==> src/rv_consts.svh <==
`ifndef RV_CONSTS_SVH
`define RV_CONSTS_SVH

// data path width, only 32 is supported
`define RV_XLEN 32

// memory depths in words
`define RV_IMEM_WORDS 64
`define RV_DMEM_WORDS 64

// base opcodes, instruction bits 6:0
`define RV_OP_R 7'b0110011
`define RV_OP_IMM 7'b0010011
`define RV_OP_LOAD 7'b0000011
`define RV_OP_JALR 7'b1100111
`define RV_OP_BRANCH 7'b1100011
`define RV_OP_STORE 7'b0100011
`define RV_OP_JAL 7'b1101111
`define RV_OP_LUI 7'b0110111
`define RV_OP_AUIPC 7'b0010111

// apb address map, byte addresses
`define RV_APB_AW 12
`define RV_APB_IMEM_BASE 12'h000
`define RV_APB_CTRL_ADDR 12'h100
`define RV_APB_REG_BASE 12'h200

`endif

==> src/rv_pkg.sv <==
`include "rv_consts.svh"

package rv_pkg;

	typedef logic [`RV_XLEN-1:0] xlen_t;
	typedef logic [31:0] inst_t;
	typedef logic [4:0] reg_idx_t;
	// same encoding as funct3
	typedef logic [2:0] alu_op_t;
	typedef logic [`RV_APB_AW-1:0] apb_addr_t;

	// decoder outputs, one field per control line of the datapath
	typedef struct packed {
		reg_idx_t rs1;
		reg_idx_t rs2;
		reg_idx_t rd;
		xlen_t immediate;
		// 0 register, 1 pc, 2 zero
		logic [1:0] op1_src;
		// 0 register, 1 immediate
		logic op2_src;
		// 0 alu, 1 memory, 2 pc + 4
		logic [1:0] rd_select;
		alu_op_t alu_op;
		logic sign;
		logic branch;
		logic branch_if_zero;
		logic jump;
		// 0 pc, 1 rs1 for jalr
		logic branch_base;
		logic rf_write_en;
		logic mem_write_en;
	} decode_ctrl_t;

	typedef struct packed {
		xlen_t alu_result;
		xlen_t next_pc;
		xlen_t pc_plus_four;
	} exec_result_t;

	typedef struct packed {
		apb_addr_t paddr;
		logic psel;
		logic penable;
		logic pwrite;
		xlen_t pwdata;
	} apb_req_t;

	typedef struct packed {
		xlen_t prdata;
		logic pready;
		logic pslverr;
	} apb_rsp_t;

	typedef enum logic [1:0] {
		state_idle,
		state_run,
		state_halted
	} core_state_t;

endpackage
==> src/execute_stage.sv <==
`timescale 1ns/1ps
`include "rv_consts.svh"

module execute_stage (
	input rv_pkg::decode_ctrl_t ctrl,
	input rv_pkg::xlen_t pc,
	input rv_pkg::xlen_t rs1_data,
	input rv_pkg::xlen_t rs2_data,
	output rv_pkg::exec_result_t ex
	);

	rv_pkg::xlen_t op1;
	rv_pkg::xlen_t op2;
	rv_pkg::xlen_t alu_y;
	rv_pkg::xlen_t target_sum;
	rv_pkg::xlen_t pc_plus_four;
	logic [4:0] shamt;
	logic zero;
	logic taken;

	// operand 1: register, pc for auipc, zero for lui
	always_comb
		case (ctrl.op1_src)
			2'd0: op1 = rs1_data;
			2'd1: op1 = pc;
			default: op1 = '0;
		endcase

	assign op2 = ctrl.op2_src ? ctrl.immediate : rs2_data;
	// only the low five bits shift
	assign shamt = op2[4:0];

	always_comb
		case (ctrl.alu_op)
			3'b000: alu_y = ctrl.sign ? (op1 - op2) : (op1 + op2);
			3'b001: alu_y = op1 << shamt;
			3'b010: alu_y = {{(`RV_XLEN-1){1'b0}}, ($signed(op1) < $signed(op2))};
			3'b011: alu_y = {{(`RV_XLEN-1){1'b0}}, (op1 < op2)};
			3'b100: alu_y = op1 ^ op2;
			3'b101: alu_y = ctrl.sign ? rv_pkg::xlen_t'($signed(op1) >>> shamt) : (op1 >> shamt);
			3'b110: alu_y = op1 | op2;
			default: alu_y = op1 & op2;
		endcase

	assign zero = (alu_y == '0);

	// jumps always, branches when the zero flag matches the wanted one
	assign taken = ctrl.jump || (ctrl.branch && (ctrl.branch_if_zero == zero));

	// jalr adds to rs1, everything else adds to pc
	assign target_sum = (ctrl.branch_base ? rs1_data : pc) + ctrl.immediate;
	assign pc_plus_four = pc + rv_pkg::xlen_t'(4);

	assign ex.alu_result = alu_y;
	assign ex.pc_plus_four = pc_plus_four;
	// jalr clears bit 0 of the sum
	assign ex.next_pc = taken
		? {target_sum[`RV_XLEN-1:1], target_sum[0] & ~ctrl.branch_base}
		: pc_plus_four;

	// catches a jalr through a register that is not word aligned
	always_comb
	begin
		assert ($isunknown(ex.next_pc) || (ex.next_pc[1:0] == 2'b00))
		else $error("next_pc %h not word aligned at pc %h", ex.next_pc, pc);
	end

endmodule

==> config.mk <==
export PLATFORM = sky130hd
export DESIGN_NAME = execute_stage
export DESIGN_NICKNAME = d
export VERILOG_FILES = /design/src/rv_pkg.sv /design/src/execute_stage.sv
export VERILOG_INCLUDE_DIRS = /design/src /design/src/src
export SDC_FILE = /design/constraint.sdc
export NUM_CORES = 1
export LEC_CHECK = 0
export BUFFER_PORTS_ARGS = -buffer_cell sky130_fd_sc_hd__buf_2
export CAP_MARGIN = 20
export CORE_ASPECT_RATIO = 1.2
export CORE_MARGIN = 2
export CORE_UTILIZATION = 50
export DETAILED_ROUTE_END_ITERATION = 8
export PLACE_DENSITY = 0.75
export SETUP_SLACK_MARGIN = 0.4
export SKIP_LAST_GASP = 1
export SLEW_MARGIN = 10
export SYNTH_ARGS = -nofsm -noshare
export SYNTH_HDL_FRONTEND = slang
export SYNTH_SLANG_ARGS = --single-unit
export TNS_END_PERCENT = 5
==> constraint.sdc <==
create_clock -name vclk -period 6.7
set_clock_uncertainty 0.05 [all_clocks]
set_input_delay 0.67 -clock vclk [all_inputs]
set_output_delay 0.67 -clock vclk [all_outputs]
set_load 0.01 [all_outputs]
## Word level (Yosys, flattened, before mapping)

Index checks and enable logic that the tools add are counted.

| word-level totals | value |
|---|---|
| bits in registers | 0 |
| input port bits | 158 |
| output and inout bits | 96 |
| word-level logic and storage cells | 34 |

| cells by class | value |
|---|---|
| add/subtract/negate cells | 4 |
| $lt $le $gt $ge | 2 |
| equality and inequality tests | 8 |
| shift-type cells | 3 |
| muxes and demuxes | 7 |
| bitwise gates (word level) | 5 |
| reduce and logical (&&, ||, !) cells | 5 |

Operators with widths:

| kind | number |
|---|---|
| case mux 32 bit (7 select lines) | 1 |
| 2-to-1 mux 32 bit | 5 |
| adder 32 bit | 2 |
| < comparator 32 bit | 2 |
| case mux 32 bit (2 select lines) | 1 |
| adder 32 x 3 -> 32 bit (second input constant) | 1 |
| AND 32 bit | 1 |
| logical NOT 32 bit | 1 |
| bitwise OR 32 bit | 1 |
| << shifter 32 x 5 -> 32 bit | 1 |
| right shift 32 x 5 -> 32 bit | 1 |
| >>> shifter 32 x 5 -> 32 bit | 1 |
| subtractor 32 bit | 1 |
| bitwise XOR 32 bit | 1 |
| equality test 3 bit (second input constant) | 3 |
| equality test 3 x 2 -> 1 bit (second input constant) | 2 |
| equality test 3 x 1 -> 1 bit (second input constant) | 1 |
| logical NOT 3 bit | 1 |
| equality test 2 x 1 -> 1 bit (second input constant) | 1 |
| logical NOT 2 bit | 1 |
| AND 1 bit | 1 |
| equality test 1 bit | 1 |
| logical AND 1 bit | 1 |
| logical OR 1 bit | 1 |
| NOT 1 bit | 1 |

## Depth between registers and ports, before layout

| logic depth | value |
|---|---|
| word-level depth | 10 |
| gate-level depth with buffers | 24 |
| depth with buffers taken out | 20 |

## Worst setup path after synthesis

OpenSTA, ideal clock, no wires.

| timing path | value |
|---|---|
| path type | input to output |
| from | input ctrl[12] in the netlist's numbering |
| to | output ex[35] in the netlist's numbering |
| arrival | 6.585 ns |
| required time | 5.980 ns |
| setup slack | -0.605 ns |
| stages on the path | 24 |
| buffers on the path | 8 |
| cells stage by stage | buf_4 -> clkbuf_1 -> mux2i_1 -> buf_2 -> buf_1 -> clkbuf_1 -> clkbuf_1 -> ha_1 -> clkbuf_1 -> nor2_1 -> o311ai_1 -> o31ai_1 -> o21ai_0 -> xor2_1 -> nor2_1 -> or4_1 -> or4b_1 -> nor4_1 -> nand4bb_1 -> nor4_2 -> xnor2_1 -> a21o_1 -> buf_6 -> mux2_4 |

RTL lines:

| item | RTL line | text |
|---|---|---|
| from (decl) | execute_stage.sv:5 | `input rv_pkg::decode_ctrl_t ctrl,` |
| to (decl) | execute_stage.sv:9 | `output rv_pkg::exec_result_t ex` |

==> flow_summary.ini <==
[outcome]
status = finished, violations left
violations = setup timing

[power]
seqPwrFrac_pct = 0
intPower_uw = 936
total_leakage_power_nw = 8.50
peakVddDrop_v = 0.0000779
sw_frac_of_total_pct = 55.8
clockPowerShare_pct = 0
power_density_nw_per_um2 = 113
power_frac_comb_pct = 100.0
p_sw_mw = 1.18

[synthesis]
seq_area_frac_synth_pct = 0
ys_top_cells_by_area = ha_1, nor4_1, nor2_1
synth_area_leader_cell = ha_1
synth_nets = 2241
avgSynthCellArea_um2 = 6.72
ys_warn_count = 0
synth_cell_types = 96
syn_inst = 1950
yosysTopAreaCellShare_pct = 12.4
netlist_area_um2 = 13100

[worst_setup_path]
worst_setup_path_start_kind = input port
cp_num_buf_inv = 9
cp.arrival_ns = 6.01
cp.required_ns = 5.98
path_depth = 26
cpPeakStageDelay_ns = 0.53
cp_max_fo = 5
critPathKind = in2out
crit_family = compound AO/OA/AOI/OAI gates
endpoint_kind = output pin
slowest_stage = or4_4

[final_layout]
clock_buffers = 0
fin_nets = 2821
final_layout_size_suffix_gt1_share_pct = 37.7
area_growth_pct = 43.3
design_area_um2 = 18800
register_area_um2 = 0
layout_commonest_cell = buf_4
layout_common_cells = buf_4, buf_2, nor2_1, nand2_1, a21oi_1
nFlopsAndLatches = 0

[flow_run]
cap_violations = 0

[hold_path]
hold_path_class = in2out
worstHoldStart = pc[31]
hold-path-endpoint = ex[31]
whs_path_depth = 3

[global_routing]
grt_overflow = 0
grt_pass1_vias = 18400
grt_max_degree = 47
grt_pass1_wl_um = 106000
antenna_found_initial = 1
grt_util_all_layers_pct = 48.3

[sta]
finalMaxSlewViolations = 0
hold_viol = 0
fin_crit_ns = 6.73
period_share_pct = 100
final.setup.worst_slack_ns = -0.0263
whs_ns = 1.62
rsz0062_at_grt = true
setup_viol = 3
max_freq_mhz = 149
worst_pin_slew_ns = 1.08
slew_headroom_pct = 27.6

[die]
start_util_pct = 51.2
coreArea_um2 = 25600
die-area_um2 = 27500
fp.dieW_um = 152
num_rows = 64
die_h_um = 181
io_pins = 254

[routing]
drc = 0
wl_um = 73100
vias = 19800
drt_iter0_markers = 2807
antenna_left = 0
routed_via_density = 6.93
firstDrtPassIters = 6
wl_per_cell_um = 25.6

[placement]
place_area_um2 = 17600
hpwlAfterDp_um = 57500
port_buffers = 235
place.gp.congestion = 1.14

[cts]
cts_hold_buffers = 0
metrics by stage:
stage	util [%]	total power, mW	setup slack [ns]	TNS, ns	cells
finish	73.3	2.12	-0.0263	-0.0373	2859
global route	73.3	2.21	-0.0901	-0.646	2859
CTS	70.8	1.94	0.00740	0	2843
detailed placement	68.8	1.87	-0.352	-9.42	2833
global placement	68.8	1.85	-0.252	-6.08	2833
floorplan	-	1.06	0.244	0	1950
cell families after synthesis:
group / after synthesis / synth area share (%)
and+or+nand+nor: 691 / 26.1
AOI/OAI and AO/OA: 631 / 33.1
buffers and inverters: 269 / 8.69
muxes: 154 / 14.4
adders and majority gates: 133 / 12.9
xor gates and xnor gates: 72 / 4.81
power groups by stage:
stage | combinational, mW | clock (mW) | sequential (mW)
after detailed placement | 1.87 | 0 | 0
after global placement | 1.85 | 0 | 0
after floorplan | 1.06 | 0 | 0
after global routing | 2.21 | 0.0000000199 | 0
final | 2.12 | 0.0000000200 | 0
after CTS | 1.94 | 0 | 0
final cells by class:
| type | instances | area [µm²] |
|---|---|---|
| fill | 2013 | 6840 |
| timing repair buffer | 715 | 5090 |
| tap | 330 | 413 |
| antenna | 1 | 2.50 |
| multi-input combinational | 1681 | 12800 |
| inverter | 132 | 503 |
synthesized netlist by cell type, types with 13 or more instances:
cell and number:
a22oi_1 13, clkbuf_1 79, o211ai_1 37, a31oi_1 17
o31ai_1 21, buf_2 22, buf_1 19, o221ai_1 18
a21o_1 22, nor4_1 122, mux2i_1 61, nor3_1 48
nand4_1 15, o21ai_0 127, a21oi_1 134, mux2_4 26
nor2b_1 18, nand2b_1 15, ha_1 130, o21a_1 18
xor2_1 17, nand3_1 37, o22ai_1 26, a211oi_1 31
mux2_2 53, nand2_1 161, nor2_1 193, inv_1 126
or3_1 16, xnor2_1 55, o21bai_1 14
how the worst max path moves through the flow:
stage / start / endpoint / slack [ns]
after floorplan: ctrl[14] / ex[35] / 0.24
after global placement: ctrl[13] / ex[32] / -0.25
after detailed placement: ctrl[13] / ex[32] / -0.35
after CTS: ctrl[13] / ex[53] / 0.007
after global routing: ctrl[13] / ex[49] / -0.09
final: ctrl[13] / ex[49] / -0.03
repair_timing:
action | CTS | global route
pin swaps | 25 | 35
buffers inserted | 7 | 14
cloned | 3 | 1
gates resized for setup | 78 | 93
endpoints found under the setup margin | 32 | 32
worst min-delay path, stage by stage:
cell	delay, ns
buf_2	0.11
xor2_1	0.08
buf_2	0.14
routing by layer:
layer / routed length, µm / track usage (%) / vias to the layer above / share of wire (%)
li1: - / - / 8570 / -
met1: 26400 / 59.7 / 9118 / 36
met2: 31500 / 77.7 / 1688 / 43
met3: 9190 / 9.38 / 423 / 13
met4: 6010 / 28.9 / 0 / 8.2
met5: 0 / 0 / - / 0
Power figures use the tool's default switching activity.
