==> src/rv_consts.svh <==
`ifndef RV_CONSTS_SVH
`define RV_CONSTS_SVH

// data path width, only 32 is supported
`define RV_XLEN 32

// memory depths in words
`define RV_IMEM_WORDS 64
`define RV_DMEM_WORDS 64

// base opcodes, instruction bits 6:0
`define RV_OP_R 7'b0110011
`define RV_OP_IMM 7'b0010011
`define RV_OP_LOAD 7'b0000011
`define RV_OP_JALR 7'b1100111
`define RV_OP_BRANCH 7'b1100011
`define RV_OP_STORE 7'b0100011
`define RV_OP_JAL 7'b1101111
`define RV_OP_LUI 7'b0110111
`define RV_OP_AUIPC 7'b0010111

// apb address map, byte addresses
`define RV_APB_AW 12
`define RV_APB_IMEM_BASE 12'h000
`define RV_APB_CTRL_ADDR 12'h100
`define RV_APB_REG_BASE 12'h200

`endif

==> src/rv_pkg.sv <==
`include "rv_consts.svh"

package rv_pkg;

	typedef logic [`RV_XLEN-1:0] xlen_t;
	typedef logic [31:0] inst_t;
	typedef logic [4:0] reg_idx_t;
	// same encoding as funct3
	typedef logic [2:0] alu_op_t;
	typedef logic [`RV_APB_AW-1:0] apb_addr_t;

	// decoder outputs, one field per control line of the datapath
	typedef struct packed {
		reg_idx_t rs1;
		reg_idx_t rs2;
		reg_idx_t rd;
		xlen_t immediate;
		// 0 register, 1 pc, 2 zero
		logic [1:0] op1_src;
		// 0 register, 1 immediate
		logic op2_src;
		// 0 alu, 1 memory, 2 pc + 4
		logic [1:0] rd_select;
		alu_op_t alu_op;
		logic sign;
		logic branch;
		logic branch_if_zero;
		logic jump;
		// 0 pc, 1 rs1 for jalr
		logic branch_base;
		logic rf_write_en;
		logic mem_write_en;
	} decode_ctrl_t;

	typedef struct packed {
		xlen_t alu_result;
		xlen_t next_pc;
		xlen_t pc_plus_four;
	} exec_result_t;

	typedef struct packed {
		apb_addr_t paddr;
		logic psel;
		logic penable;
		logic pwrite;
		xlen_t pwdata;
	} apb_req_t;

	typedef struct packed {
		xlen_t prdata;
		logic pready;
		logic pslverr;
	} apb_rsp_t;

	typedef enum logic [1:0] {
		state_idle,
		state_run,
		state_halted
	} core_state_t;

endpackage
==> src/result_stage.sv <==
`timescale 1ns/1ps
`include "rv_consts.svh"

module result_stage (
	input logic clk,
	input logic reset,
	input logic commit,
	input rv_pkg::decode_ctrl_t ctrl,
	input rv_pkg::exec_result_t ex,
	output rv_pkg::xlen_t rs1_data,
	output rv_pkg::xlen_t rs2_data,
	input rv_pkg::reg_idx_t dbg_idx,
	output rv_pkg::xlen_t dbg_data
	);

	localparam int num_regs = 32;
	localparam int dmem_aw = $clog2(`RV_DMEM_WORDS);

	rv_pkg::xlen_t regs [num_regs];
	rv_pkg::xlen_t dmem [`RV_DMEM_WORDS];
	logic [dmem_aw-1:0] dmem_idx;
	rv_pkg::xlen_t load_data;
	rv_pkg::xlen_t wb_data;

	// x0 always reads as zero on every port
	assign rs1_data = (ctrl.rs1 == '0) ? '0 : regs[ctrl.rs1];
	assign rs2_data = (ctrl.rs2 == '0) ? '0 : regs[ctrl.rs2];
	assign dbg_data = (dbg_idx == '0) ? '0 : regs[dbg_idx];

	// word index from the byte address with the upper bits wrapping
	assign dmem_idx = ex.alu_result[dmem_aw+1:2];
	assign load_data = dmem[dmem_idx];

	// writeback select
	always_comb
		case (ctrl.rd_select)
			2'd0: wb_data = ex.alu_result;
			2'd1: wb_data = load_data;
			default: wb_data = ex.pc_plus_four;
		endcase

	always_ff @(posedge clk)
	begin
		if (reset)
		begin
			for (int i = 0; i < num_regs; i++)
				regs[i] <= '0;
			for (int j = 0; j < `RV_DMEM_WORDS; j++)
				dmem[j] <= '0;
		end
		else if (commit)
		begin
			// store data is rs2 and the address comes from the alu adder
			if (ctrl.mem_write_en)
				dmem[dmem_idx] <= rs2_data;
			if (ctrl.rf_write_en && (ctrl.rd != '0))
				regs[ctrl.rd] <= wb_data;
		end
	end

	// word accesses only, so a committed load or store has its low address bits clear
	assert property (@(posedge clk) disable iff (reset)
		commit && (ctrl.mem_write_en || (ctrl.rd_select == 2'd1))
		|-> (ex.alu_result[1:0] == 2'b00))
	else $error("data memory address %h not word aligned", ex.alu_result);

endmodule

==> config.mk <==
export PLATFORM = sky130hd
export DESIGN_NAME = result_stage
export DESIGN_NICKNAME = d
export VERILOG_FILES = /design/src/rv_pkg.sv /design/src/result_stage.sv
export VERILOG_INCLUDE_DIRS = /design/src /design/src/src
export SDC_FILE = /design/constraint.sdc
export NUM_CORES = 2
export LEC_CHECK = 0
export BUFFER_PORTS_ARGS = -buffer_cell sky130_fd_sc_hd__buf_4
export CAP_MARGIN = 20
export CORE_MARGIN = 2
export CORE_UTILIZATION = 50
export DETAILED_ROUTE_END_ITERATION = 6
export GPL_TIMING_DRIVEN = 0
export PLACE_DENSITY = 0.68
export REMOVE_ABC_BUFFERS = 1
export SYNTH_ARGS = -nofsm -noshare
export SYNTH_HDL_FRONTEND = slang
export SYNTH_SLANG_ARGS = --single-unit
==> constraint.sdc <==
create_clock -name clk -period 3.54 [get_ports clk]
set_clock_uncertainty 0.2 [all_clocks]
set_input_delay 0.354 -clock clk [delete_from_list [all_inputs] [get_ports clk]]
set_output_delay 0.354 -clock clk [all_outputs]
set_load 0.01 [all_outputs]
After elaboration in Yosys (flattened, before gate mapping)
Memories as Yosys holds them, arrays and structs flattened.
Index checks and enable logic that the tools add are counted.
{ "classes": {"n_eq_ne": 1, "n_mux": 20, "n_reduce_logical": 8} }
{ "ops": {"columns": ["op", "count"], "rows": [
  ["$mux 32", 5],
  ["$pmux 32 s2", 1],
  ["$reduce_or 32->1", 2],
  ["$logic_not 5->1", 3],
  ["$mux 1", 12],
  ["$mux 6", 1],
  ["$mux 5", 1],
  ["$reduce_bool 5->1", 1],
  ["$eq 2x1->1 const B", 1],
  ["$logic_not 2->1", 1],
  ["$logic_and 1x1->1", 1]
]} }
{ "word_totals": {"ram_bits": 3072, "in_bits": 166, "word_cells": 31, "regBits": 0, "memories": 2, "output_inout_bits": 96} }
{ "memory_table": {"columns": ["name", "depth", "width", "rd", "rd_ports_with_merged_regs", "write_ports", "line_no", "rtl"], "rows": [
  ["dmem", 64, 32, 1, 0, 64, "result_stage.sv:20", "rv_pkg::xlen_t dmem [`RV_DMEM_WORDS];"],
  ["regs", 32, 32, 3, 0, 32, "result_stage.sv:19", "rv_pkg::xlen_t regs [num_regs];"]
]} }

Depth between registers and ports, before layout
{ "logic_depth": {"word_depth": 8, "ltp_mapped": 11, "ltp_nobuf": 5} }

Worst setup path before layout
Ideal clock, no wire load.
{ "synth_path": {"path_kind": "input to register", "start": "input ex[68] (netlist bit)", "end": "memory dmem[51][0] (netlist bit) (enable)", "setup_time_ps": 428, "required_time_ps": 2912, "n_path_buf": 4, "arrival_ps": 3160, "path_slack_ps": -248, "path_stages": 7, "path_cell_list": "buf_4 -> buf_4 -> buf_2 -> buf_2 -> nor3_1 -> nand3_1 -> o21bai_1"} }
{ "synth_lines": {"columns": ["element", "line_no", "rtl"], "rows": [
  ["start: declaration", "result_stage.sv:9", "input rv_pkg::exec_result_t ex,"],
  ["end: declaration", "result_stage.sv:20", null]
]} }

==> summary.txt <==
Status
  • Status: complete, but fails checks
  • Failing checks: DRC, setup timing

Power
  • Power Density: slightly below 500 nW/µm²
  • Pleak: 64.7 nW
  • Worst ir drop on vdd: about 410 µV

Floorplanning
  • Die Ht: around 560 µm
  • Core area: between 300000 and 400000 µm²
  • Die Area: 314000 µm²
  • IO Pins: ~260
  • Initial Utilization: 0.502
  • FP Rows: approximately 200
  • Die Wd: ~560 µm

Placed design
  • DP Area: roughly 170000 µm²
  • I/O Buffers: between 150 and 200
  • Gpl congestion: about 0.85
  • HPWL after DPL: 335000 µm

Logic synthesis
  • Count of cell types in the netlist: 56
  • Post-synth ARST share: 0
  • Ys Warns: 0
  • Synth Cell Area: roughly 150000 µm²
  • Share of the synthesized area in the top cell type: 0.595
  • Synthesized flop and latch total: a little over 3000
  • Most frequently used flop master after synthesis: edfxtp_1
  • Top area cells in the synthesized netlist: edfxtp_1 60%, mux4_2 16%, nor2_1 5.5%, a211oi_1 4.8%, mux2i_1 4.3%
  • Cells after synthesis: between 10000 and 15000
  • EDFF count, synth: 3072
  • Register area share after synthesis: 0.595
  • Post-synth top area cell: edfxtp_1
  • Syn avg cell area: 14.6 µm²

Critical path
  • Worst r2r dst: dmem[32][22]
  • Max FO, Critical Path: 3
  • Critical path's slowest cell: mux4_2
  • Worst setup path class: flip-flop to primary output
  • Worst setup EP type: primary output
  • Worst Path Required: 2.99 ns
  • Max stage delay on crit path: between 0.5 and 0.6 ns
  • Worst setup path startpoint: regs[19][2]
  • Startpoint types: flip-flop
  • Flop2flop setup slack: -0.04 ns
  • RR Startpoint: regs[1][22]
  • FF-to-FF path depth: 9
  • Critical Path End: rs2_data[2]
  • Crit path top cell by count: mux4_2
  • Worst path arrival time: between 3 and 4 ns
  • Crit-path cells: mux4_2, mux4_2, mux2i_4, buf_12, nor2_4, buf_6

Clock network
  • Clk_lat worst skew: about 1.0 ns
  • Num CTS Buffers: roughly 340
  • CTS sink count: between 3000 and 4000
  • Root buffer cell: clkbuf_16
  • H-tree depth: 5
  • TritonCTS clock tree: done
  • Reg clk slew, reported paths: 0.06 ns
  • Clock buffer depth: 4

Drt
  • 1st-iter DRT viols: ~22000
  • Vias per cell: between 7 and 8
  • DRT Pass-1 Iters: 7
  • WL per Instance: approximately 40 µm
  • Post-route ant nets: 0
  • DR DRC count: 8
  • Total Wirelength: between 600000 and 700000 µm
  • Vias: around 110k

Timing
  • Hold slack: 0.00295 ns
  • Peak Freq: between 0.2 and 0.3 GHz
  • Slew Viols, Final: 0
  • Min Tclk post-route: 3.78 ns
  • Max-slew headroom: 0.149
  • RSZ-0062 raised after global routing: yes
  • Least-Margin Pin Slew: between 1 and 1.5 ns
  • Setup WS post-layout: -0.237 ns
  • Final Cycle Share: 1.07
  • Endpoints failing hold: 0
  • Final setup viols: 211

Finish
  • Commonest non-fill, non-tap cell in the layout: edfxtp_1
  • Nets: between 10000 and 15000
  • Fill count: 22510
  • Commonest non-fill, non-tap cells in the layout: 3072 x edfxtp_1, 2218 x nor2_1, 1090 x mux4_2
  • Multi-input gate area: 59300 µm²
  • Area delta synth->final: 17.7%
  • Share of layout cells above drive strength 1: 0.292
  • Storage cell area: 92200 µm²
  • Fin area: ~180000 µm²

Min path
  • Hold Path Class: primary input to flip-flop
  • Hold_sp: ex[12]
  • Hold depth: 4

Global routing
  • Total GRT Usage: 0.372
  • Vias in the first global route: between 100k and 150k
  • Largest net degree at the start of global routing: just over 90
  • Grt total ovfl: 0
  • Antenna violations before repair: 42
  • First-pass GRT wire length: between 800000 and 900000 µm

Job
  • MaxCap Viol Count: 0
[logic make-up (layout without fill, tap and decap cells)]
| logic type | count (synthesis) | in the layout | share of synthesized area |
|---|---|---|---|
| DFF | 3072 | 3072 | 0.595 |
| and+or+nand+nor | 2670 | 2671 | 0.0711 |
| muxes | 1972 | 1973 | 0.217 |
| AOI/OAI and AO/OA | 1569 | 1569 | 0.0751 |
| buffers and inverters | 1320 | 1645 | 0.0412 |
| other | 1 | 55 | 0.0000242 |
[worst min-delay path by stage]
stage / end / slack, ns
after floorplan: regs[0][0] / 0.27
after global placement: regs[28][24] / 1.08
after detailed placement: regs[0][17] / 0.71
after CTS: regs[10][12] / 0.006
after global routing: regs[11][12] / 0.03
final: regs[10][12] / 0.003
[repair_timing]
item	in CTS	in global routing
setup buffers	204	93
endpoints found under the setup margin	4105	965
pin swaps	12	24
gates resized for setup	129	106
hold buffers	4	0
gates cloned	74	11
endpoints found under the hold margin	38	0
[area by class of cell]
| type | count | area share |
|---|---|---|
| Timing Repair Buffer | 1038 | 0.0828 |
| Multi-Input combinational cell | 6245 | 0.325 |
| Tap cell | 4120 | 0.0283 |
| Inverter | 4 | 0.0000892 |
| Clock inverter | 198 | 0.00960 |
| Clock buffer | 405 | 0.0479 |
| Sequential cell | 3072 | 0.506 |
| Antenna cell | 23 | 0.000316 |
[synth_stat cells (all sizes together) (3+ instances only)]
cell type and n:
o22a 33, o21bai 17, or4 5, a21oi 61, o41ai 30, o21ai 35
nor4b 63, nor2 2272, nor2b 39, a221oi 5, nand4b 5, o2111ai 29
nand2b 39, or2 3, mux2 217, nor3b 34, o31a 30, clkbuf 641
a211oi 993, inv 3, or3 33, mux2i 665, buf 675, o22ai 252
a21o 46, a31oi 3, nand4bb 3, edfxtp 3072, nor3 41, nand3 4
nand4 5, a2111oi 30, nand3b 7, mux4 1090, nand2 108
[metal layers]
metal  track usage  vias to the layer above  part of all wire
li1              -                    42060                 -
met1         0.459                    55151              0.32
met2         0.533                    10639              0.43
met3         0.151                     2402              0.17
met4         0.260                       34             0.087
met5       0.00361                        -           0.00074
[through the flow]
step / utilization / TNS, ns / power, mW / setup WS (ns) / cells
detailed placement: 0.540 / -7977.65 / 54.4 / -2.51 / 14128
finish: 0.591 / -9.01 / 90.6 / -0.237 / 15105
global route: 0.591 / -4.54 / 91.8 / -0.207 / 15087
global placement: 0.503 / - / 53.0 / -16.74 / 13625
CTS: 0.587 / -65.72 / 89.5 / -0.293 / 14989
floorplan: - / -3173.26 / 47.4 / -1.92 / 9319
[registers in the layout, summed over array words and instances (netlist names)]
name and count:
dmem 2048, regs 1024
[critical path, delay by kind of cell, from the launching register on]
kind	cells	cell delay (ns)
buffers and inverters	2	0.35
DFF	1	0.42
muxes	3	1.35
and+or+nand+nor	1	0.06
[report_power, final]
| part | switching, mW | internal [mW] | total (mW) |
|---|---|---|---|
| Combinational | 8.93 | 5.45 | 14.4 |
| Sequential | 0.554 | 41.2 | 41.8 |
| Clock | 15.3 | 19.1 | 34.4 |
No activity file was read; power rests on OpenSTA's default activity.
