[config.mk]
export PLATFORM = sky130hd
export DESIGN_NAME = instruction_decode
export DESIGN_NICKNAME = d
export VERILOG_FILES = /design/src/rv_pkg.sv /design/src/instruction_decode.sv
export VERILOG_INCLUDE_DIRS = /design/src /design/src/src
export SDC_FILE = /design/constraint.sdc
export NUM_CORES = 1
export LEC_CHECK = 0
export BUFFER_PORTS_ARGS = -buffer_cell sky130_fd_sc_hd__buf_2
export CAP_MARGIN = 20
export CORE_ASPECT_RATIO = 1.75
export CORE_MARGIN = 8
export CORE_UTILIZATION = 25
export DETAILED_ROUTE_END_ITERATION = 16
export GPL_TIMING_DRIVEN = 0
export PLACE_DENSITY = 0.62
export RECOVER_POWER = 50
export SYNTH_ARGS = -nofsm -noshare
export SYNTH_HDL_FRONTEND = slang
export SYNTH_SLANG_ARGS = --single-unit
export TNS_END_PERCENT = 5
[constraint.sdc]
create_clock -name vclk -period 2.09
set_clock_uncertainty 0.1 [all_clocks]
set_input_delay 0.209 -clock vclk [all_inputs]
set_output_delay 0.209 -clock vclk [all_outputs]
set_load 0.02 [all_outputs]
[src/rv_consts.svh]
`ifndef RV_CONSTS_SVH
`define RV_CONSTS_SVH

// data path width, only 32 is supported
`define RV_XLEN 32

// memory depths in words
`define RV_IMEM_WORDS 64
`define RV_DMEM_WORDS 64

// base opcodes, instruction bits 6:0
`define RV_OP_R 7'b0110011
`define RV_OP_IMM 7'b0010011
`define RV_OP_LOAD 7'b0000011
`define RV_OP_JALR 7'b1100111
`define RV_OP_BRANCH 7'b1100011
`define RV_OP_STORE 7'b0100011
`define RV_OP_JAL 7'b1101111
`define RV_OP_LUI 7'b0110111
`define RV_OP_AUIPC 7'b0010111

// apb address map, byte addresses
`define RV_APB_AW 12
`define RV_APB_IMEM_BASE 12'h000
`define RV_APB_CTRL_ADDR 12'h100
`define RV_APB_REG_BASE 12'h200

`endif

[src/rv_pkg.sv]
`include "rv_consts.svh"

package rv_pkg;

	typedef logic [`RV_XLEN-1:0] xlen_t;
	typedef logic [31:0] inst_t;
	typedef logic [4:0] reg_idx_t;
	// same encoding as funct3
	typedef logic [2:0] alu_op_t;
	typedef logic [`RV_APB_AW-1:0] apb_addr_t;

	// decoder outputs, one field per control line of the datapath
	typedef struct packed {
		reg_idx_t rs1;
		reg_idx_t rs2;
		reg_idx_t rd;
		xlen_t immediate;
		// 0 register, 1 pc, 2 zero
		logic [1:0] op1_src;
		// 0 register, 1 immediate
		logic op2_src;
		// 0 alu, 1 memory, 2 pc + 4
		logic [1:0] rd_select;
		alu_op_t alu_op;
		logic sign;
		logic branch;
		logic branch_if_zero;
		logic jump;
		// 0 pc, 1 rs1 for jalr
		logic branch_base;
		logic rf_write_en;
		logic mem_write_en;
	} decode_ctrl_t;

	typedef struct packed {
		xlen_t alu_result;
		xlen_t next_pc;
		xlen_t pc_plus_four;
	} exec_result_t;

	typedef struct packed {
		apb_addr_t paddr;
		logic psel;
		logic penable;
		logic pwrite;
		xlen_t pwdata;
	} apb_req_t;

	typedef struct packed {
		xlen_t prdata;
		logic pready;
		logic pslverr;
	} apb_rsp_t;

	typedef enum logic [1:0] {
		state_idle,
		state_run,
		state_halted
	} core_state_t;

endpackage
[src/instruction_decode.sv]
`timescale 1ns/1ps
`include "rv_consts.svh"

module instruction_decode (
	input rv_pkg::inst_t instruction,
	output rv_pkg::decode_ctrl_t ctrl
	);

	logic [6:0] opcode;
	logic [2:0] funct3;
	rv_pkg::xlen_t i_imm;
	rv_pkg::xlen_t s_imm;
	rv_pkg::xlen_t b_imm;
	rv_pkg::xlen_t j_imm;
	rv_pkg::xlen_t u_imm;

	assign opcode = instruction[6:0];
	assign funct3 = instruction[14:12];

	// immediates, all sign extended from bit 31
	assign i_imm = {{(`RV_XLEN-12){instruction[31]}}, instruction[31:20]};
	assign s_imm = {{(`RV_XLEN-12){instruction[31]}}, instruction[31:25], instruction[11:7]};
	assign b_imm = {
		{(`RV_XLEN-13){instruction[31]}},
		instruction[31],
		instruction[7],
		instruction[30:25],
		instruction[11:8],
		1'b0
	};
	assign j_imm = {
		{(`RV_XLEN-21){instruction[31]}},
		instruction[31],
		instruction[19:12],
		instruction[20],
		instruction[30:21],
		1'b0
	};
	// upper immediate, low 12 bits zero
	assign u_imm = {instruction[31:12], 12'b0};

	always_comb
	begin
		// everything off unless the opcode turns it on
		ctrl = '0;
		// register fields sit at fixed bits in every format
		ctrl.rs1 = instruction[19:15];
		ctrl.rs2 = instruction[24:20];
		ctrl.rd = instruction[11:7];

		case (opcode)
			`RV_OP_R:
			begin
				ctrl.alu_op = funct3;
				// sub and sra
				ctrl.sign = instruction[30];
				ctrl.rf_write_en = 1'b1;
			end
			`RV_OP_IMM:
			begin
				ctrl.immediate = i_imm;
				ctrl.op2_src = 1'b1;
				ctrl.alu_op = funct3;
				// bit 30 only selects srai, for addi it is immediate data
				ctrl.sign = (funct3 == 3'b101) && instruction[30];
				ctrl.rf_write_en = 1'b1;
			end
			`RV_OP_LOAD:
			begin
				// address = rs1 + imm through the adder
				ctrl.immediate = i_imm;
				ctrl.op2_src = 1'b1;
				ctrl.rd_select = 2'd1;
				ctrl.rf_write_en = 1'b1;
			end
			`RV_OP_STORE:
			begin
				ctrl.immediate = s_imm;
				ctrl.op2_src = 1'b1;
				ctrl.mem_write_en = 1'b1;
			end
			`RV_OP_BRANCH:
			begin
				ctrl.immediate = b_imm;
				// branch if (branch_if_zero == zero) on the alu result
				case (funct3)
					3'b000, 3'b001:
					begin
						// beq, bne: subtract and test zero
						ctrl.alu_op = 3'b000;
						ctrl.sign = 1'b1;
						ctrl.branch = 1'b1;
					end
					3'b100, 3'b101:
					begin
						// blt, bge via slt
						ctrl.alu_op = 3'b010;
						ctrl.branch = 1'b1;
					end
					3'b110, 3'b111:
					begin
						// bltu, bgeu via sltu
						ctrl.alu_op = 3'b011;
						ctrl.branch = 1'b1;
					end
					default:
					begin
						// funct3 010 and 011 are not branches
						ctrl.branch = 1'b0;
					end
				endcase
				// beq, bge, bgeu take the branch on a zero result
				ctrl.branch_if_zero = ctrl.branch
					&& ((funct3 == 3'b000) || (funct3 == 3'b101) || (funct3 == 3'b111));
			end
			`RV_OP_JAL:
			begin
				ctrl.immediate = j_imm;
				ctrl.jump = 1'b1;
				ctrl.rd_select = 2'd2;
				ctrl.rf_write_en = 1'b1;
			end
			`RV_OP_JALR:
			begin
				ctrl.immediate = i_imm;
				ctrl.op2_src = 1'b1;
				ctrl.jump = 1'b1;
				ctrl.branch_base = 1'b1;
				ctrl.rd_select = 2'd2;
				ctrl.rf_write_en = 1'b1;
			end
			`RV_OP_LUI:
			begin
				// zero + imm
				ctrl.immediate = u_imm;
				ctrl.op1_src = 2'd2;
				ctrl.op2_src = 1'b1;
				ctrl.rf_write_en = 1'b1;
			end
			`RV_OP_AUIPC:
			begin
				// pc + imm
				ctrl.immediate = u_imm;
				ctrl.op1_src = 2'd1;
				ctrl.op2_src = 1'b1;
				ctrl.rf_write_en = 1'b1;
			end
			default:
			begin
				// illegal opcode runs as a no-op
				ctrl.rf_write_en = 1'b0;
			end
		endcase
	end

endmodule

# Word level (Yosys, flattened, before mapping)
# Index checks and enable logic that the tools add are counted.
# classes
eq_ne	14
mux	14
reduce_logical	14
# op_table
operator	n
32-bit one-hot mux with 5 select lines	1
7-bit by 6-bit equality test with 1-bit output (second input constant)	3
7-bit equality test (second input constant)	3
7-bit by 5-bit equality test with 1-bit output (second input constant)	2
3-bit equality test (second input constant)	4
2-bit one-hot mux with 2 select lines	3
4-bit one-hot mux with 3 select lines	1
6-bit OR reduction	2
2-bit OR reduction	5
1-bit two-way mux	8
7-bit by 2-bit equality test with 1-bit output (second input constant)	1
7-bit OR reduction	1
3-bit by 1-bit equality test with 1-bit output (second input constant)	1
3-bit zero test	1
3-bit OR reduction	1
1-bit logical AND	2
1-bit logical OR	2
2-bit two-way mux	1
# totals
ff_bits	0
in_bits	32
output_inout_bits	62
wordCells	42

# Longest topological paths before layout
# Gate-level depths: netlist of the first run.
# logic_depth
depth_word	6
ltp_mapped	7
mapped_depth_nobuf	4

# Worst setup path before layout of the first run
# OpenSTA, ideal clock, no wires.
# synth_path
kind	input -> output
startpoint	in instruction[6]
endpoint	out ctrl[27] (netlist bit)
arrival_ns	1.415
required_time_ns	1.781
setup_slack_ns	0.366
cell_stages	5
path_buffers	1
cell_sequence	buf_4 nand4b_2 nor2_1 a21o_2 a21o_1
# synth_lines
item	line_no	text
start, declared	instruction_decode.sv:5	input rv_pkg::inst_t instruction,
end, declared	instruction_decode.sv:6	output rv_pkg::decode_ctrl_t ctrl

==> results.cfg, run 1 <==
[global_route]
antenna_found_initial = 0
grt_pass1_vias = 1166
grt-ovfl-total = 0
grt_use_total = 0.121
grt_max_degree = 11
grt_pass1_wl_mm = 5.24

[layout]
drive_above_1_share = 0.455
num-fill-cells = 362
design.seq.count = 0
num-clock-buffers = 0
regArea_um2 = 0
instances_no_fill = 239
fin_nets = 245
final_common_cell = buf_2
antenna_cells = 0
multi_input_area_um2 = 582
final_cell_mix = buf_2 (66), nand2_1 (30), clkbuf_1 (28), buf_4 (16), nor2_1 (9)
syn2layout_area_growth_pct = 60.2

[detailed_routing]
wl_per_cell_um = 14.1
first_pass_iters = 4
dr_total_vias = 1149
drcViolationCount = 0
vias_per_cell = 4.81
drtIter0Drc = 16
totalWireLength_mm = 3.37
ant_nets = 0

[sta]
rsz0062_at_grt = false
period_share = 0.876
worstMarginPinSlew_ps = 515
finalMaxSlewViolations = 0
max_freq_mhz = 546
finalHoldViolCount = 0
setup-violations-final = 0
slew_headroom = 0.655
setup_tns_ps = 0
period_needed_ps = 1830

[synth]
ys_warn_count = 0
synthTopCellsByArea = buf_4 (16%), nand2_1 (15%), a21o_1 (7.9%)
syn_inst = 119
syn_area_um2 = 764
yosysUniqueCellTypes = 39
syn_nets = 151
avgSynthCellArea_um2 = 6.42
synth_top_cell_by_area = buf_4
yosysSeqAreaShare = 0
yosysTopAreaCellShare = 0.157

[placement]
dpl.hpwl_mm = 3.01
dp.cells = 239
gp_congestion = 0.805
port_buffers = 92

[setup_path]
required_ps = 1780
cp_cell_sequence = buf_2, buf_4, nor2b_2, and3_1, buf_2, nand2_1, nand2_1, buf_2
cp.arrival_ps = 1520
cp-end-kind = output port
critPathKind = primary input to output port
critPathMaxStageDelay_ps = 260
worstPathMaxFanout = 10
crit_slowest_cell = and3_1
cp-start-kind = primary input
critPathMostFrequentCell = buf_2

[floorplanning]
fp.dieW_um = 57.8
coreArea_mm2 = 0.00293
initial_utilization = 0.261
boundaryPins = 94
die-area_mm2 = 0.00515
row_count = 26
fp.dieH_um = 89.2

[pwr]
p_per_area_mw_per_mm2 = 156
p_leak_nw = 0.779
ir_worst_vdd_uv = 58.8

[clock_tree]
cts_setup_buffers = 0
cts_hold_buf = 0
postCtsResizedCells = 0

[status]
outcome = complete, no violations

[run]
maxCapViolations = 0

[min_path]
hold_class = primary input to output port
## Yosys cell counts (2+ instances only)
cell type and number:
nor2_1 9, and3_1 2, buf_4 16, a22o_1 4, buf_2 2, a21oi_1 5
o21ai_0 2, buf_6 4, nand3_1 2, inv_1 2, or3_1 2, a21o_1 8
nand2_1 30, nor2b_1 6
## through the flow
stage / setup WS, ps / power (mW) / utilization / hold slack, ps / area, um2
final: 260 / 0.191 / 0.418 / 640 / 1220
after global routing: 110 / 0.210 / 0.418 / 671 / 1220
after CTS: 194 / 0.198 / 0.430 / 642 / 1260
after detailed placement: 198 / 0.197 / 0.430 / 642 / 1260
after global placement: 234 / 0.196 / 0.430 / 640 / 1260
after floorplan: 366 / 0.117 / - / 407 / 764
## metal layers
metal / routed length, um / part of all wire / GRT usage / vias up
li1: - / - / - / 585
met1: 1200 / 0.36 / 0.107 / 492
met2: 1620 / 0.48 / 0.244 / 72
met3: 554 / 0.16 / 0.0648 / 0
met4: 0 / 0 / 0 / 0
met5: 0 / 0 / 0 / -
## worst max-delay path, delay by kind of cell
family                 cells  cell delay, ps
buffers and inverters      4             660
and+or+nand+nor            4             630
## final cells by class
type	instances	share of cell area
Multi-Input combinational cell	95	0.475
Timing Repair Buffer	92	0.347
Buffer	22	0.143
Tap cell	28	0.0286
Inverter	2	0.00613
## path summary, 6_finish.rpt
check | start | endpoint | cells after the start
min | instruction[25] | ctrl[40] | 4
max | instruction[6] | ctrl[35] | 8
## report_power, final
| part | switching (mW) | leakage, nW | internal [mW] |
|---|---|---|---|
| Clock | 0 | 0 | 0 |
| Sequential | 0 | 0 | 0 |
| Combinational | 0.111 | 0.779 | 0.0797 |
## cells by family (layout without fill, tap and decap cells)
kind of cell	after synthesis	count (layout)	share of synthesized area
buf+inv	24	116	0.239
simple gates	65	65	0.460
compound gates	30	30	0.301
Power figures use the tool's default switching activity.
==> run 2, diff against run 1 <==
CORE_ASPECT_RATIO = unset   (was 1.75)
CORE_UTILIZATION = 37   (was 25)
PLACE_DENSITY = 0.92   (was 0.62)
==> run 2 against run 1 <==
  * Final cell count shrank 0.42%
  * Maximum frequency shrank 1.1%
  * Non-clock buffer count is the same
  * Combinational power is essentially flat
  * Sequential share of layout area is the same
  * Utilization grew 20 points
  * Via count grew 0.70%
  * Critical path type unchanged
  * Count of clock-buffer cells in the layout is the same
  * Critical path depth is the same
  * Total power shrank 0.55%
  * Wire length shrank 2.4%
==> results.cfg, run 2 (same netlist as run 1, synthesis figures left out) <==
[pwr]
total_power_uw = 190
p_per_area_mw_per_mm2 = 156
ir_worst_vdd_uv = 102
p_leak_nw = 0.779

[sta]
finalMaxSlewViolations = 0
slew_headroom = 0.671
whs_ps = 644
setup_tns_ps = 0
rsz0062_at_grt = false
finalHoldViolCount = 0
period_needed_ps = 1850
period_share = 0.885
fin_ws_ps = 240
max_freq_mhz = 540
worstMarginPinSlew_ps = 492
setup-violations-final = 0

[floorplanning]
initial_utilization = 0.390
die-area_mm2 = 0.00378
fp.dieH_um = 61.5
boundaryPins = 94
row_count = 16
fp.dieW_um = 61.5
coreArea_mm2 = 0.00196

[min_path]
hold_class = primary input to output port
hold_depth = 4
min_from = instruction[26]
min_to = ctrl[41]

[layout]
num-fill-cells = 209
fin_nets = 245
utilization = 0.620
num-clock-buffers = 0
regArea_um2 = 0
drive_above_1_share = 0.455
syn2layout_area_growth_pct = 59.1
final_common_cell = buf_2
design.seq.count = 0
antenna_cells = 0
final_cell_mix = buf_2 (66), nand2_1 (30), clkbuf_1 (28), buf_4 (16), nor2_1 (9)

[detailed_routing]
wl_per_cell_um = 13.8
drtIter0Drc = 52
drcViolationCount = 0
vias_per_cell = 4.86
first_pass_iters = 4
dr_total_vias = 1157
ant_nets = 0
totalWireLength_mm = 3.29

[setup_path]
crit_path_start = instruction[6]
critPathMaxStageDelay_ps = 380
crit_slowest_cell = o22ai_2
critPathMostFrequentCell = buf_2
required_ps = 1780
critPathKind = primary input to output port
cp-end-kind = output port
cp_cell_sequence = buf_2, buf_4, nand4b_2, o22ai_2, o21ai_2, buf_6, nand2_1, buf_2
cp-start-kind = primary input
cp.arrival_ps = 1540
worstPathMaxFanout = 10

[run]
maxCapViolations = 0

[global_route]
grt_use_total = 0.159
grt-ovfl-total = 0
grt_pass1_wl_mm = 4.89
antenna_found_initial = 0
grt_pass1_vias = 1082
grt_max_degree = 11

[placement]
preCtsSetupSlack_ps = 273
gp_congestion = 0.839
port_buffers = 92
dpl.hpwl_mm = 2.95

[clock_tree]
cts_setup_buffers = 0
postCtsResizedCells = 0
cts_hold_buf = 0

[status]
outcome = complete, no violations
run 2: cell type report:
class | instances | area [um2] | share of cell area
plain buffers | 22 | 175 | 0.144
repair buffers | 92 | 425 | 0.350
multi-input cells | 95 | 574 | 0.472
inverters | 2 | 7.51 | 0.00617
well taps | 27 | 33.8 | 0.0278
run 2: routing by layer:
metal	GRT usage	wire length, um	up-vias
li1	-	-	586
met1	0.160	1170	504
met2	0.303	1510	67
met3	0.0793	612	0
met4	0.00325	0	0
met5	0	0	-
run 2: worst max path at each step:
stage,to,slack [ps],cells past startpoint
after floorplan,ctrl[27],370,5
after global placement,ctrl[27],290,7
after detailed placement,ctrl[34],270,7
after CTS,ctrl[34],270,7
after global routing,ctrl[41],110,8
final,ctrl[42],240,8
run 2: where the power goes:
part           internal (mW)  switching, mW  total (mW)  leakage (nW)
Sequential                 0              0           0             0
Clock                      0              0           0             0
Combinational         0.0793          0.110       0.190         0.779
Total                 0.0793          0.110       0.190         0.779
run 2: worst max-delay path, delay by kind of cell:
kind / cells / cell delay (ps)
compound gates: 2 / 490
buf+inv: 4 / 570
simple gates: 2 / 270
run 2: metrics by stage:
| stage | cell area [um2] | cells |
|---|---|---|
| 3_5_place_dp | 1260 | 238 |
| 3_3_place_gp | 1260 | 238 |
| 5_1_grt | 1220 | 238 |
| 2_1_floorplan | 764 | 119 |
| 6_report | 1220 | 238 |
| 4_1_cts | 1260 | 238 |
